`config.mk`:
```
export PLATFORM = sky130hd
export DESIGN_NAME = lcd_ctrl_top
export DESIGN_NICKNAME = d
export VERILOG_FILES = /design/src/lcd_bus_pkg.sv /design/src/lcd_axil_slave.sv /design/src/lcd_bus_engine.sv /design/src/lcd_ctrl_top.sv /design/src/lcd_fifo.sv /design/src/lcd_regs.sv
export SDC_FILE = /design/constraint.sdc
export NUM_CORES = 1
export LEC_CHECK = 0
export BUFFER_PORTS_ARGS = -buffer_cell sky130_fd_sc_hd__buf_2
export CAP_MARGIN = 20
export CORE_AREA = 2 2 225 171
export DETAILED_ROUTE_END_ITERATION = 16
export DIE_AREA = 0 0 227 173
export PLACE_DENSITY = 0.68
export REMOVE_ABC_BUFFERS = 1
export SYNTH_ARGS = -nofsm -noshare
export SYNTH_HDL_FRONTEND = slang
export SYNTH_SLANG_ARGS = --single-unit
```
`constraint.sdc`:
```
create_clock -name aclk -period 4.8 [get_ports aclk]
set_input_delay 0.24 -clock aclk [delete_from_list [all_inputs] [get_ports aclk]]
set_output_delay 0.24 -clock aclk [all_outputs]
set_load 0.005 [all_outputs]
```
`src/lcd_bus_pkg.sv`:
```
// ~~~~~~~~~~~~~~~~~~~~~~~~~~~~~~
// 16-bit display bus only, offsets are byte offsets
// every timing length holds cycles minus one
// ~~~~~~~~~~~~~~~~~~~~~~~~~~~~~~
package lcd_bus_pkg;

  typedef logic [31:0] axil_data_t;
  typedef logic [7:0]  reg_addr_t;
  typedef logic [15:0] bus_word_t;

  localparam reg_addr_t reg_version   = 8'h00;
  localparam reg_addr_t reg_timing    = 8'h04;
  localparam reg_addr_t reg_control   = 8'h08;  // bit 4 drives rst_n
  localparam reg_addr_t reg_window    = 8'h0C;
  localparam reg_addr_t reg_cmd_fifo  = 8'h10;
  localparam reg_addr_t reg_data_fifo = 8'h14;
  localparam reg_addr_t reg_csn       = 8'h18;
  localparam reg_addr_t reg_status    = 8'h1C;

  localparam axil_data_t version_value = 32'h8080_0116;
  localparam logic [1:0] axi_resp_okay = 2'b00;

  typedef enum logic [1:0] {
    op_write_cmd     = 2'd0,
    op_write_param   = 2'd1,
    op_write_n_param = 2'd2,
    op_reserved      = 2'd3
  } cmd_op_t;

  typedef struct packed {
    cmd_op_t     op;
    logic [5:0]  unused;
    logic [23:0] arg;  // byte count, or beat value in [15:0]
  } cmd_word_t;

  typedef struct packed {
    logic [7:0] rd_high_len;  // [31:24]
    logic [7:0] rd_low_len;
    logic [7:0] wr_high_len;
    logic [7:0] wr_low_len;   // [7:0]
  } timing_cfg_t;

endpackage

```
`src/lcd_axil_slave.sv`:
```
`timescale 1ns/1ps
// ~~~~~~~~~~~~~~~~~~~~~~~~~~~~~~
// one outstanding request per direction
// responses are always OKAY, no wstrb or prot
// ~~~~~~~~~~~~~~~~~~~~~~~~~~~~~~
module lcd_axil_slave (
  input  logic                    aclk,
  input  logic                    arstn,
  input  lcd_bus_pkg::reg_addr_t  awaddr,
  input  logic                    awvalid,
  output logic                    awready,
  input  lcd_bus_pkg::axil_data_t wdata,
  input  logic                    wvalid,
  output logic                    wready,
  output logic [1:0]              bresp,
  output logic                    bvalid,
  input  logic                    bready,
  input  lcd_bus_pkg::reg_addr_t  araddr,
  input  logic                    arvalid,
  output logic                    arready,
  output lcd_bus_pkg::axil_data_t rdata,
  output logic [1:0]              rresp,
  output logic                    rvalid,
  input  logic                    rready,
  output logic                    reg_wr_en,
  output lcd_bus_pkg::reg_addr_t  reg_wr_addr,
  output lcd_bus_pkg::axil_data_t reg_wr_data,
  input  logic                    reg_wr_ack,
  output logic                    reg_rd_en,
  output lcd_bus_pkg::reg_addr_t  reg_rd_addr,
  input  lcd_bus_pkg::axil_data_t reg_rd_data,
  input  logic                    reg_rd_ack
);
  import lcd_bus_pkg::*;

  logic aw_held;
  logic w_held;
  logic ar_held;

  assign reg_wr_en = aw_held & w_held;  // both channels in hand
  assign reg_rd_en = ar_held;
  assign bresp     = axi_resp_okay;
  assign rresp     = axi_resp_okay;

  always_ff @(posedge aclk or negedge arstn) begin
    if (!arstn) begin
      awready <= 1'b0;
      wready  <= 1'b0;
      arready <= 1'b0;
      aw_held <= 1'b0;
      w_held  <= 1'b0;
      ar_held <= 1'b0;
      bvalid  <= 1'b0;
      rvalid  <= 1'b0;
    end else begin
      awready <= ~awready & awvalid & ~aw_held & ~bvalid;  // one-cycle pulse
      wready  <= ~wready & wvalid & ~w_held & ~bvalid;
      arready <= ~arready & arvalid & ~ar_held & ~rvalid;
      if (awvalid && awready) aw_held <= 1'b1;
      if (wvalid && wready) w_held <= 1'b1;
      if (arvalid && arready) ar_held <= 1'b1;
      if (reg_wr_ack) begin
        aw_held <= 1'b0;
        w_held  <= 1'b0;
        bvalid  <= 1'b1;
      end else if (bvalid && bready) begin
        bvalid <= 1'b0;
      end
      if (reg_rd_ack) begin
        ar_held <= 1'b0;
        rvalid  <= 1'b1;
      end else if (rvalid && rready) begin
        rvalid <= 1'b0;
      end
    end
  end

  always_ff @(posedge aclk) begin
    if (awvalid && awready) reg_wr_addr <= awaddr;
    if (wvalid && wready) reg_wr_data <= wdata;
    if (arvalid && arready) reg_rd_addr <= araddr;
    if (reg_rd_ack) rdata <= reg_rd_data;  // data valid in ack cycle
  end

  bvalid_held_a: assert property (@(posedge aclk) disable iff (!arstn)
    bvalid && !bready |=> bvalid);

endmodule

```
`src/lcd_bus_engine.sv`:
```
`timescale 1ns/1ps
// ~~~~~~~~~~~~~~~~~~~~~~~~~~~~~~
// window requests go before the command FIFO
// write_n_param sends low half first, at least one beat
// ~~~~~~~~~~~~~~~~~~~~~~~~~~~~~~
module lcd_bus_engine (
  input  logic                     aclk,
  input  logic                     arstn,
  input  lcd_bus_pkg::timing_cfg_t timing,
  input  logic                     win_wr_req,
  input  logic                     win_rd_req,
  input  lcd_bus_pkg::axil_data_t  win_wr_data,
  output logic                     win_ack,
  output lcd_bus_pkg::bus_word_t   win_rd_data,
  input  lcd_bus_pkg::cmd_word_t   cmd_word,
  input  logic                     cmd_empty,
  output logic                     cmd_pop,
  input  lcd_bus_pkg::axil_data_t  data_word,
  input  logic                     data_empty,
  output logic                     data_pop,
  output logic                     dc,
  output logic                     wr_n,
  output logic                     rd_n,
  output logic                     oe,
  output lcd_bus_pkg::bus_word_t   dout,
  input  lcd_bus_pkg::bus_word_t   din
);
  import lcd_bus_pkg::*;

  typedef enum logic [2:0] {idle, wr_low, wr_high, rd_low, rd_high, wait_data} state_t;

  state_t      state;
  logic [7:0]  cnt;
  logic [23:0] bytes_left;
  logic        hi_half;    // high half of word on the bus
  bus_word_t   word_hi;
  logic        win_cycle;  // cycle started from window
  logic        more;
  logic        wr_low_end;
  logic        wr_high_end;
  logic        rd_low_end;
  logic        rd_high_end;

  assign wr_low_end  = (state == wr_low) && (cnt == timing.wr_low_len);
  assign wr_high_end = (state == wr_high) && (cnt == timing.wr_high_len);
  assign rd_low_end  = (state == rd_low) && (cnt == timing.rd_low_len);
  assign rd_high_end = (state == rd_high) && (cnt == timing.rd_high_len);
  assign more        = (bytes_left > 24'd2);
  assign win_ack     = win_cycle && (wr_high_end || rd_high_end);
  assign cmd_pop     = (state == idle) && !win_wr_req && !win_rd_req && !cmd_empty;
  assign data_pop    = (state == wait_data) && !data_empty;

  always_ff @(posedge aclk or negedge arstn) begin
    if (!arstn) begin
      state      <= idle;
      cnt        <= '0;
      bytes_left <= '0;
      hi_half    <= 1'b0;
      win_cycle  <= 1'b0;
      wr_n       <= 1'b1;
      rd_n       <= 1'b1;
      oe         <= 1'b0;
      dc         <= 1'b1;
    end else begin
      cnt <= cnt + 8'd1;
      case (state)
        idle: begin
          cnt        <= '0;
          bytes_left <= '0;
          win_cycle  <= win_wr_req | win_rd_req;
          if (win_wr_req) begin
            state <= wr_low;
            wr_n  <= 1'b0;
            oe    <= 1'b1;
            dc    <= win_wr_data[31];
          end else if (win_rd_req) begin
            state <= rd_low;
            rd_n  <= 1'b0;
          end else if (cmd_pop) begin
            case (cmd_word.op)
              op_write_cmd, op_write_param: begin
                state <= wr_low;
                wr_n  <= 1'b0;
                oe    <= 1'b1;
                dc    <= (cmd_word.op == op_write_param);
              end
              op_write_n_param: begin
                state      <= wait_data;
                bytes_left <= cmd_word.arg;
              end
              op_reserved: state <= idle;  // popped and dropped
              default:     state <= idle;
            endcase
          end
        end
        wait_data: begin
          cnt <= '0;
          if (data_pop) begin
            state   <= wr_low;
            wr_n    <= 1'b0;
            oe      <= 1'b1;
            dc      <= 1'b1;
            hi_half <= 1'b0;
          end
        end
        wr_low: begin
          if (wr_low_end) begin
            state <= wr_high;
            wr_n  <= 1'b1;
            cnt   <= '0;
          end
        end
        wr_high: begin
          if (wr_high_end) begin
            cnt <= '0;
            if (more) begin
              bytes_left <= bytes_left - 24'd2;
              if (hi_half) begin
                state <= wait_data;  // word used up
                oe    <= 1'b0;
              end else begin
                state   <= wr_low;
                wr_n    <= 1'b0;
                hi_half <= 1'b1;
              end
            end else begin
              state <= idle;
              oe    <= 1'b0;
              dc    <= 1'b1;
            end
          end
        end
        rd_low: begin
          if (rd_low_end) begin
            state <= rd_high;
            rd_n  <= 1'b1;
            cnt   <= '0;
          end
        end
        rd_high: begin
          if (rd_high_end) state <= idle;
        end
        default: state <= idle;
      endcase
    end
  end

  always_ff @(posedge aclk) begin
    if (state == idle && win_wr_req) begin
      dout <= win_wr_data[15:0];
    end else if (cmd_pop) begin
      dout <= cmd_word.arg[15:0];
    end else if (data_pop) begin
      dout    <= data_word[15:0];
      word_hi <= data_word[31:16];
    end else if (wr_high_end && more && !hi_half) begin
      dout <= word_hi;
    end
    if (rd_low_end) win_rd_data <= din;  // last low cycle
  end

  strobe_excl_a: assert property (@(posedge aclk) disable iff (!arstn) wr_n || rd_n);

endmodule

```
`src/lcd_ctrl_top.sv`:
```
`timescale 1ns/1ps
// ~~~~~~~~~~~~~~~~~~~~~~~~~~~~~~
// both FIFOs hold 2**fifo_addr_bits words
// ~~~~~~~~~~~~~~~~~~~~~~~~~~~~~~
module lcd_ctrl_top #(
  parameter int fifo_addr_bits = 2
) (
  input  logic                    aclk,
  input  logic                    arstn,
  input  lcd_bus_pkg::reg_addr_t  awaddr,
  input  logic                    awvalid,
  output logic                    awready,
  input  lcd_bus_pkg::axil_data_t wdata,
  input  logic                    wvalid,
  output logic                    wready,
  output logic [1:0]              bresp,
  output logic                    bvalid,
  input  logic                    bready,
  input  lcd_bus_pkg::reg_addr_t  araddr,
  input  logic                    arvalid,
  output logic                    arready,
  output lcd_bus_pkg::axil_data_t rdata,
  output logic [1:0]              rresp,
  output logic                    rvalid,
  input  logic                    rready,
  output logic                    rst_n,
  output logic                    cs_n,
  output logic                    dc,
  output logic                    wr_n,
  output logic                    rd_n,
  output logic                    oe,
  output lcd_bus_pkg::bus_word_t  dout,
  input  lcd_bus_pkg::bus_word_t  din
);
  import lcd_bus_pkg::*;

  logic        reg_wr_en;
  reg_addr_t   reg_wr_addr;
  axil_data_t  reg_wr_data;
  logic        reg_wr_ack;
  logic        reg_rd_en;
  reg_addr_t   reg_rd_addr;
  axil_data_t  reg_rd_data;
  logic        reg_rd_ack;
  logic        cmd_full;
  logic        cmd_empty;
  logic        cmd_push;
  logic        cmd_pop;
  cmd_word_t   cmd_word;
  logic        data_full;
  logic        data_empty;
  logic        data_push;
  logic        data_pop;
  axil_data_t  data_word;
  logic        win_wr_req;
  logic        win_rd_req;
  logic        win_ack;
  bus_word_t   win_rd_data;
  timing_cfg_t timing;

  lcd_axil_slave i_lcd_axil_slave (
    .aclk(aclk), .arstn(arstn),
    .awaddr(awaddr), .awvalid(awvalid), .awready(awready),
    .wdata(wdata), .wvalid(wvalid), .wready(wready),
    .bresp(bresp), .bvalid(bvalid), .bready(bready),
    .araddr(araddr), .arvalid(arvalid), .arready(arready),
    .rdata(rdata), .rresp(rresp), .rvalid(rvalid), .rready(rready),
    .reg_wr_en(reg_wr_en), .reg_wr_addr(reg_wr_addr),
    .reg_wr_data(reg_wr_data), .reg_wr_ack(reg_wr_ack),
    .reg_rd_en(reg_rd_en), .reg_rd_addr(reg_rd_addr),
    .reg_rd_data(reg_rd_data), .reg_rd_ack(reg_rd_ack)
  );

  lcd_regs i_lcd_regs (
    .aclk(aclk), .arstn(arstn),
    .reg_wr_en(reg_wr_en), .reg_wr_addr(reg_wr_addr),
    .reg_wr_data(reg_wr_data), .reg_wr_ack(reg_wr_ack),
    .reg_rd_en(reg_rd_en), .reg_rd_addr(reg_rd_addr),
    .reg_rd_data(reg_rd_data), .reg_rd_ack(reg_rd_ack),
    .cmd_full(cmd_full), .data_full(data_full),
    .cmd_empty(cmd_empty), .data_empty(data_empty),
    .cmd_push(cmd_push), .data_push(data_push),
    .win_wr_req(win_wr_req), .win_rd_req(win_rd_req),
    .win_ack(win_ack), .win_rd_data(win_rd_data),
    .timing(timing), .rst_n(rst_n), .cs_n(cs_n)
  );

  lcd_fifo #(.payload_t(cmd_word_t), .fifo_addr_bits(fifo_addr_bits)) cmd_fifo (
    .aclk(aclk), .arstn(arstn),
    .din(cmd_word_t'(reg_wr_data)), .push(cmd_push), .full(cmd_full),
    .dout(cmd_word), .pop(cmd_pop), .empty(cmd_empty)
  );

  lcd_fifo #(.payload_t(axil_data_t), .fifo_addr_bits(fifo_addr_bits)) data_fifo (
    .aclk(aclk), .arstn(arstn),
    .din(reg_wr_data), .push(data_push), .full(data_full),
    .dout(data_word), .pop(data_pop), .empty(data_empty)
  );

  lcd_bus_engine i_lcd_bus_engine (
    .aclk(aclk), .arstn(arstn), .timing(timing),
    .win_wr_req(win_wr_req), .win_rd_req(win_rd_req),
    .win_wr_data(reg_wr_data), .win_ack(win_ack), .win_rd_data(win_rd_data),
    .cmd_word(cmd_word), .cmd_empty(cmd_empty), .cmd_pop(cmd_pop),
    .data_word(data_word), .data_empty(data_empty), .data_pop(data_pop),
    .dc(dc), .wr_n(wr_n), .rd_n(rd_n), .oe(oe), .dout(dout), .din(din)
  );

endmodule

```
`src/lcd_fifo.sv`:
```
`timescale 1ns/1ps
// ~~~~~~~~~~~~~~~~~~~~~~~~~~~~~~
// fall-through read, dout valid while not empty
// fifo_addr_bits must be at least 1
// ~~~~~~~~~~~~~~~~~~~~~~~~~~~~~~
module lcd_fifo #(
  parameter type payload_t      = logic [31:0],
  parameter int  fifo_addr_bits = 2
) (
  input  logic     aclk,
  input  logic     arstn,
  input  payload_t din,
  input  logic     push,
  output logic     full,
  output payload_t dout,
  input  logic     pop,
  output logic     empty
);

  localparam int depth = 2 ** fifo_addr_bits;

  payload_t                mem [depth];
  logic [fifo_addr_bits:0] wr_ptr;  // extra wrap bit
  logic [fifo_addr_bits:0] rd_ptr;

  assign empty = (wr_ptr == rd_ptr);
  assign full  = (wr_ptr[fifo_addr_bits] != rd_ptr[fifo_addr_bits]) &&
                 (wr_ptr[fifo_addr_bits-1:0] == rd_ptr[fifo_addr_bits-1:0]);
  assign dout  = mem[rd_ptr[fifo_addr_bits-1:0]];

  always_ff @(posedge aclk) begin
    if (push) mem[wr_ptr[fifo_addr_bits-1:0]] <= din;
  end

  always_ff @(posedge aclk or negedge arstn) begin
    if (!arstn) begin
      wr_ptr <= '0;
      rd_ptr <= '0;
    end else begin
      if (push) wr_ptr <= wr_ptr + 1'b1;
      if (pop) rd_ptr <= rd_ptr + 1'b1;
    end
  end

  no_overflow_a: assert property (@(posedge aclk) disable iff (!arstn) push |-> !full);
  no_underflow_a: assert property (@(posedge aclk) disable iff (!arstn) pop |-> !empty);

endmodule

```
`src/lcd_regs.sv`:
```
`timescale 1ns/1ps
// ~~~~~~~~~~~~~~~~~~~~~~~~~~~~~~
// full FIFO stalls the write ack
// window write wins over window read
// ~~~~~~~~~~~~~~~~~~~~~~~~~~~~~~
module lcd_regs (
  input  logic                     aclk,
  input  logic                     arstn,
  input  logic                     reg_wr_en,
  input  lcd_bus_pkg::reg_addr_t   reg_wr_addr,
  input  lcd_bus_pkg::axil_data_t  reg_wr_data,
  output logic                     reg_wr_ack,
  input  logic                     reg_rd_en,
  input  lcd_bus_pkg::reg_addr_t   reg_rd_addr,
  output lcd_bus_pkg::axil_data_t  reg_rd_data,
  output logic                     reg_rd_ack,
  input  logic                     cmd_full,
  input  logic                     data_full,
  input  logic                     cmd_empty,
  input  logic                     data_empty,
  output logic                     cmd_push,
  output logic                     data_push,
  output logic                     win_wr_req,
  output logic                     win_rd_req,
  input  logic                     win_ack,
  input  lcd_bus_pkg::bus_word_t   win_rd_data,
  output lcd_bus_pkg::timing_cfg_t timing,
  output logic                     rst_n,
  output logic                     cs_n
);
  import lcd_bus_pkg::*;

  reg_addr_t wr_ofs;
  reg_addr_t rd_ofs;
  logic      wr_win;
  logic      rd_win;
  logic      wr_lock;
  logic      rd_lock;

  assign wr_ofs     = {reg_wr_addr[7:2], 2'b00};
  assign rd_ofs     = {reg_rd_addr[7:2], 2'b00};
  assign wr_win     = reg_wr_en && (wr_ofs == reg_window);
  assign rd_win     = reg_rd_en && (rd_ofs == reg_window);
  assign win_wr_req = wr_lock;
  assign win_rd_req = rd_lock;
  assign cmd_push   = reg_wr_en && (wr_ofs == reg_cmd_fifo) && !cmd_full;
  assign data_push  = reg_wr_en && (wr_ofs == reg_data_fifo) && !data_full;

  always_comb begin
    reg_wr_ack = 1'b0;
    if (reg_wr_en) begin
      case (wr_ofs)
        reg_window:    reg_wr_ack = win_ack & wr_lock;
        reg_cmd_fifo:  reg_wr_ack = ~cmd_full;
        reg_data_fifo: reg_wr_ack = ~data_full;
        default:       reg_wr_ack = 1'b1;  // includes unmapped
      endcase
    end
  end

  always_comb begin
    reg_rd_ack  = rd_win ? (win_ack & rd_lock) : reg_rd_en;
    reg_rd_data = '0;
    case (rd_ofs)
      reg_version: reg_rd_data = version_value;
      reg_timing:  reg_rd_data = timing;
      reg_control: reg_rd_data[4] = rst_n;
      reg_window:  reg_rd_data[15:0] = win_rd_data;
      reg_csn:     reg_rd_data[0] = cs_n;
      reg_status:  reg_rd_data[3:0] = {data_full, data_empty, cmd_full, cmd_empty};
      default:     reg_rd_data = '0;
    endcase
  end

  always_ff @(posedge aclk or negedge arstn) begin
    if (!arstn) begin
      timing  <= '0;
      rst_n   <= 1'b0;
      cs_n    <= 1'b1;
      wr_lock <= 1'b0;
      rd_lock <= 1'b0;
    end else begin
      if (reg_wr_en && wr_ofs == reg_timing) timing <= timing_cfg_t'(reg_wr_data);
      if (reg_wr_en && wr_ofs == reg_control) rst_n <= reg_wr_data[4];
      if (reg_wr_en && wr_ofs == reg_csn) cs_n <= reg_wr_data[0];
      if (win_ack) begin
        wr_lock <= 1'b0;
        rd_lock <= 1'b0;
      end else if (!wr_lock && !rd_lock) begin
        wr_lock <= wr_win;
        rd_lock <= rd_win & ~wr_win;
      end
    end
  end

endmodule

```
Word-level counts from Yosys, hierarchy flattened
Memories as Yosys holds them, arrays and structs flattened.
Index checks and enable logic that the tools add are counted.
- add/subtract/negate cells: 6
- magnitude comparators: 1
- equal/unequal tests: 44
- muxes and demuxes: 86
- bitwise logic cells: 27
- reduce and logical (&&, ||, !) cells: 62
- operator list (operator ; count):
    24-bit 2-to-1 mux ; 6
    16-bit 2-to-1 mux ; 4
    1-bit 2-to-1 mux ; 48
    24-bit one-hot mux with 2 select lines ; 1
    11-bit one-hot mux with 3 select lines ; 1
    8-bit equality test ; 4
    16-bit one-hot mux with 2 select lines ; 1
    8-bit one-hot mux with 4 select lines ; 1
    6-bit by 3-bit equality test with 1-bit output (second input constant) ; 5
    3-bit 2-to-1 mux ; 10
    1-bit logical AND ; 29
    6-bit by 2-bit equality test with 1-bit output (second input constant) ; 4
    24-bit by 2-bit > comparator with 1-bit output (second input constant) ; 1
    8-bit 2-to-1 mux ; 3
    24-bit by 2-bit subtractor with 24-bit output (second input constant) ; 1
    3-bit one-hot mux with 6 select lines ; 1
    2-bit nonzero test ; 9
    7-bit AND reduction ; 2
    1-bit AND ; 13
    1-bit NOT ; 13
    3-bit by 1-bit adder with 3-bit output (second input constant) ; 4
    6-bit by 1-bit equality test with 1-bit output (second input constant) ; 2
    1-bit one-hot mux with 4 select lines ; 3
    3-bit one-hot mux with 4 select lines ; 1
    30 further kinds ; 59
- register bits: 225
- RAM bits: 256
- input bits: 71
- output and inout port bits: 63
- word-level logic and storage cells: 264
- memories: 2
- memories (name ; words ; width ; read ports ; clocked after Yosys merged registers in ; write ports ; line ; text):
    cmd_fifo.mem ; 4 ; 32 ; 1 ; 0 ; 1 ; lcd_fifo.sv:22 ; payload_t mem [depth];
    data_fifo.mem ; 4 ; 32 ; 1 ; 0 ; 1 ; lcd_fifo.sv:22 ;

Depth between registers and ports, before layout
- depth in word-level cells: 8
- mapped depth: 9
- mapped depth without buffers: 7

Hierarchy
A second synthesis with hierarchy kept.
- cells, all modules: 1117
- area total of the unflattened synthesis: 19502.5 µm²
- by module, submodules not included (module ; instances ; cells each ; area each (µm²) ; sequential area each (µm²)):
    lcd_fifo ; 2 ; 198 ; 5013.6 ; 3993.8
    lcd_bus_engine ; 1 ; 452 ; 4795.8 ; 2471.1
    lcd_axil_slave ; 1 ; 110 ; 2757.6 ; 2602.5
    lcd_regs ; 1 ; 159 ; 1921.8 ; 902.1

Worst setup path before layout
OpenSTA, ideal clock, no wires.
- kind: register -> register
- start point: register i_lcd_bus_engine.state[2]
- end point: register i_lcd_axil_slave.rdata[0] (enable)
- library setup time: 432 ps
- arrival: 3299 ps
- setup slack: 1069 ps
- cell stages (with the launch flop): 8
- buffers on the path: 1
- cells stage by stage: dfrtp_1 clkbuf_1 or2_2 nor2_1 nand3_1 a21boi_0 nand2_1 a21oi_1
- cells in the longest elaborated chain, start to end: 6
- elaborated cells on any way between the ends: 8
- those cells by class: eq/ne: 2; mux: 1; bitwise: 1; reduce/logical: 4
- RTL lines (what ; line ; text):
    start, declared ; lcd_bus_engine.sv:32 ; state_t state;
    start signal, assigned ; lcd_bus_engine.sv:55 ; state <= idle;
    start signal, assigned ; lcd_bus_engine.sv:72 ; state <= wr_low;
    start signal, assigned ; lcd_bus_engine.sv:77 ; state <= rd_low;
    3-bit by 2-bit equality test with 1-bit output / 3-bit equality test (equally long branches) ; lcd_bus_engine.sv:45, lcd_bus_engine.sv:47 ;
    1-bit logical AND, on equally long branches ; lcd_bus_engine.sv:45, lcd_bus_engine.sv:47 ;
    1-bit logical OR (*) ; lcd_bus_engine.sv:49 ; assign win_ack = win_cycle && (wr_high_end || rd_high_end);
    1-bit logical AND (*) ; lcd_bus_engine.sv:49 ;
    1-bit AND (*) ; lcd_regs.sv:62 ; reg_rd_ack = rd_win ? (win_ack & rd_lock) : reg_rd_en;
    1-bit 2-to-1 mux (*) ; lcd_regs.sv:62 ;
    via i_lcd_axil_slave.reg_rd_ack ; lcd_axil_slave.sv:32 ; input logic reg_rd_ack
    end signal, assigned ; lcd_axil_slave.sv:82 ; if (reg_rd_ack) rdata <= reg_rd_data;
    end, declared ; lcd_axil_slave.sv:21 ; output lcd_bus_pkg::axil_data_t rdata,
The timed path passes the listed nets; every way through them passes the cells marked *.
A chain may end at the register's enable or synchronous reset.

Worst setup path in the final report
- start point: register i_lcd_bus_engine.cnt[2]
- end point: register i_lcd_axil_slave.rdata[24] (enable)
- cells in the longest elaborated chain, start to end: 6
- elaborated cells on any way between the ends: 8
- those cells by class: eq/ne: 2; mux: 1; bitwise: 1; reduce/logical: 4
- RTL lines (what ; line ; text):
    start, declared ; lcd_bus_engine.sv:33 ; logic [7:0] cnt;
    start signal, assigned ; lcd_bus_engine.sv:65 ; cnt <= cnt + 8'd1;
    8-bit equality test, on equally long branches ; lcd_bus_engine.sv:45, lcd_bus_engine.sv:47 ;
    1-bit logical AND, on equally long branches ; lcd_bus_engine.sv:45, lcd_bus_engine.sv:47 ;
    1-bit logical OR (*) ; lcd_bus_engine.sv:49 ;
    1-bit logical AND (*) ; lcd_bus_engine.sv:49 ;
    1-bit AND (*) ; lcd_regs.sv:62 ;
    1-bit 2-to-1 mux (*) ; lcd_regs.sv:62 ;
    via i_lcd_axil_slave.reg_rd_ack ; lcd_axil_slave.sv:32 ;
Marked as above.

==> impl_metrics.yaml <==
critical_path:
  crit_arrival_ns: 3.88
  crit_fanout: 29
  crit_type: "register to register"
  startpoint_type: "register"
  r2r_cells: 7
  reg2reg_setup_slack_ns: 1.12
  worst_setup_path_end_kind: "register"
  required_ns: 5.00
synthesis:
  synth-edff-count: 356
  avgSynthCellArea_um2: 16.7
  ys_top_cells_by_area: "edfxtp_1, dfrtp_1, mux4_2"
  seq_area_frac_synth: 0.716
  async_flop_share: 0.214
  post_synth_num_cell_types: 79
  ys_seq_elements: 453
  yosys.cell_count.top_type: "edfxtp_1"
  syn_area_um2: 18300
  synthFlopType: "edfxtp_1"
  yosysWarnings: 0
  synth_common_cells: "edfxtp_1, dfrtp_1, nand2_1"
  synth_top_area_cell: "edfxtp_1"
  synth_top_area_frac: 0.583
  synthCells: 1097
cells_and_area:
  antenna_cells: 0
  drive_gt1_frac: 0.260
  nets: 1385
  area_growth_pct: 17.6
power:
  leakage_nw: 7.98
  switching_share: 0.333
  seqPwrFrac: 0.441
  comb_power_share: 0.288
  power_density_nw_per_um2: 548
  pwr-share-clk: 0.270
  irDropWorstVdd_mv: 0.340
  internal_power_mw: 7.89
  power_switching_mw: 3.94
  power.total_mw: 11.8
floorplan:
  io-pin-count: 134
  fp.dieArea_um2: 39300
  die_h_um: 173
  core_um2: 36900
  start_util: 0.496
  die_x_um: 227
  rows: 61
sta:
  hold_slack_ns: 0.279
  min_period_ns: 3.68
  rsz0062_at_grt: "no"
  fin_ws_ns: 1.12
  finalHoldViolCount: 0
  max_freq_mhz: 272
  skew_ns: 0.0176
  setup_tns_ns: 0
  maxSlewViolCount: 0
  setup_viol: 0
  slew_headroom: 0.363
  worst_pin_slew_ns: 0.947
  min_period_over_period: 0.767
route:
  highest_layer: "met5"
  routed_wl_mm: 44.7
  wl_met2_mm: 20.0
  wl_met1_mm: 20.1
  drc: 0
  drt.antenna.violating_nets: 0
  wl_met3_mm: 3.88
  wire_per_inst_um: 24.3
  drtIter0Drc: 1096
  vias: 10700
  dr.pass1.iters: 5
  viasPerCell: 5.79
place:
  numPortBuffers: 125
  pre_cts_slack_ns: 1.39
  gp_congestion: 0.959
  dp_hpwl_mm: 28.1
clock_network:
  cts_buffers: 42
  clock_latency_ns: 0.55
  htree_levels: 2
  clockBufferDepth: 3
  clkTransAtPathRegs_ns: 0.06
  cts_num_sinks: 453
  post_cts_resized: 0
  cts_root_buf: "clkbuf_16"
  cts_tree: "yes"
global_route:
  overflow: 0
  first_global_vias: 10600
  grt_max_degree: 52
  track_usage: 0.232
  grt_pass1_wl_mm: 66.9
  antenna_found_initial: 0
hold_path:
  hold_path.class: "primary input to async pin"
flow_run:
  max_cap_violations: 0
status:
  status: "complete, no violations"
-- power by group through the flow --
| stage | clock [mW] | combinational (mW) | sequential [mW] |
|---|---|---|---|
| 2_1_floorplan | 0 | 2.07 | 5.25 |
| 3_3_place_gp | 0 | 3.28 | 5.28 |
| 3_5_place_dp | 0 | 3.31 | 5.29 |
| 4_1_cts | 3.26 | 3.36 | 5.21 |
| 5_1_grt | 3.42 | 3.67 | 5.27 |
| 6_report | 3.20 | 3.41 | 5.22 |
-- registers in the layout, summed over array words and instances, names as in the netlist, 6 cells and up --
signal,cells
data_fifo.mem,128
cmd_fifo.mem,104
i_lcd_axil_slave.rdata,32
i_lcd_axil_slave.reg_wr_data,32
i_lcd_regs.timing,32
i_lcd_bus_engine.bytes_left,24
i_lcd_bus_engine.dout,16
i_lcd_bus_engine.win_rd_data,16
i_lcd_bus_engine.word_hi,16
i_lcd_bus_engine.cnt,8
i_lcd_axil_slave.reg_rd_addr,6
i_lcd_axil_slave.reg_wr_addr,6
-- layout make-up --
type | instances | area (µm²)
inverters | 20 | 75.1
well taps | 504 | 631
clock inverters | 19 | 125
repair buffers | 216 | 1500
clock buffers | 58 | 1180
multi-input cells | 569 | 4910
flip-flops and latches | 453 | 13100
fillers | 2846 | 15400
-- path summary, 6_finish.rpt --
kind	end	startpoint
min reg2reg	i_lcd_axil_slave.arready	i_lcd_axil_slave.rvalid
min in group aclk	i_lcd_axil_slave.reg_wr_data[9]	wdata[9]
min	i_lcd_axil_slave.awready	arstn
max in group asynchronous	i_lcd_regs.timing[24]	arstn
max reg2reg	i_lcd_axil_slave.rdata[24]	i_lcd_bus_engine.cnt[2]
max	i_lcd_axil_slave.rdata[24]	i_lcd_bus_engine.cnt[2]
-- routing by layer --
metal	vias to the layer above	GRT usage
li1	4671	-
met1	5513	0.346
met2	406	0.340
met3	58	0.0654
met4	2	0.0523
met5	-	0.00868
-- cell usage in the layout, fill, tap and decap left out, types with 5 or more instances in the layout --
master,count
or2_2,6
xor2_1,39
a22o_1,13
clkbuf_8,5
o211ai_1,5
mux4_2,58
nor3_1,15
a21oi_1,25
clkinv_1,5
and2_1,34
mux2_2,39
mux2i_1,8
buf_4,24
clkbuf_16,43
nand2_1,65
xnor2_1,13
inv_1,20
a22oi_1,11
or3_1,5
nand3b_1,6
a31oi_1,7
clkbuf_1,10
edfxtp_1,356
dlygate4sd3_1,66
dfrtp_1,91
nand4_1,5
o22ai_1,15
ha_1,12
nand3_1,13
o21ai_0,20
nor2_1,44
clkinv_2,9
a21boi_0,5
nor4_1,15
buf_2,124
-- timing repair --
item / in CTS / in global routing
buffers inserted: 0 / 0
endpoints found under the hold margin: 114 / 0
hold buffers: 66 / 0
-- stage by stage --
stage,instances,area (µm²),utilization
CTS,1837,21500,0.582
floorplan,1042,18100,-
global route,1839,21600,0.583
finish,1839,21600,0.583
detailed placement,1694,19500,0.529
global placement,1694,19500,0.529
-- kinds of logic after synthesis --
family	share of synthesized area
muxes	0.0996
other	0.000205
DFF	0.716
AOI/OAI and AO/OA	0.0581
adders and majority gates	0.00819
xor gates and xnor gates	0.0248
and+or+nand+nor	0.0744
buffers and inverters	0.0190
-- critical path: stages (launching register included) --
cell	delay, ns
dfrtp_1	0.52
xor2_1	0.20
nor4_1	0.84
nand3_1	0.15
a21boi_0	0.64
nand2_1	0.27
a21oi_4	0.25
buf_4	0.42
Power figures use the tool's default switching activity.
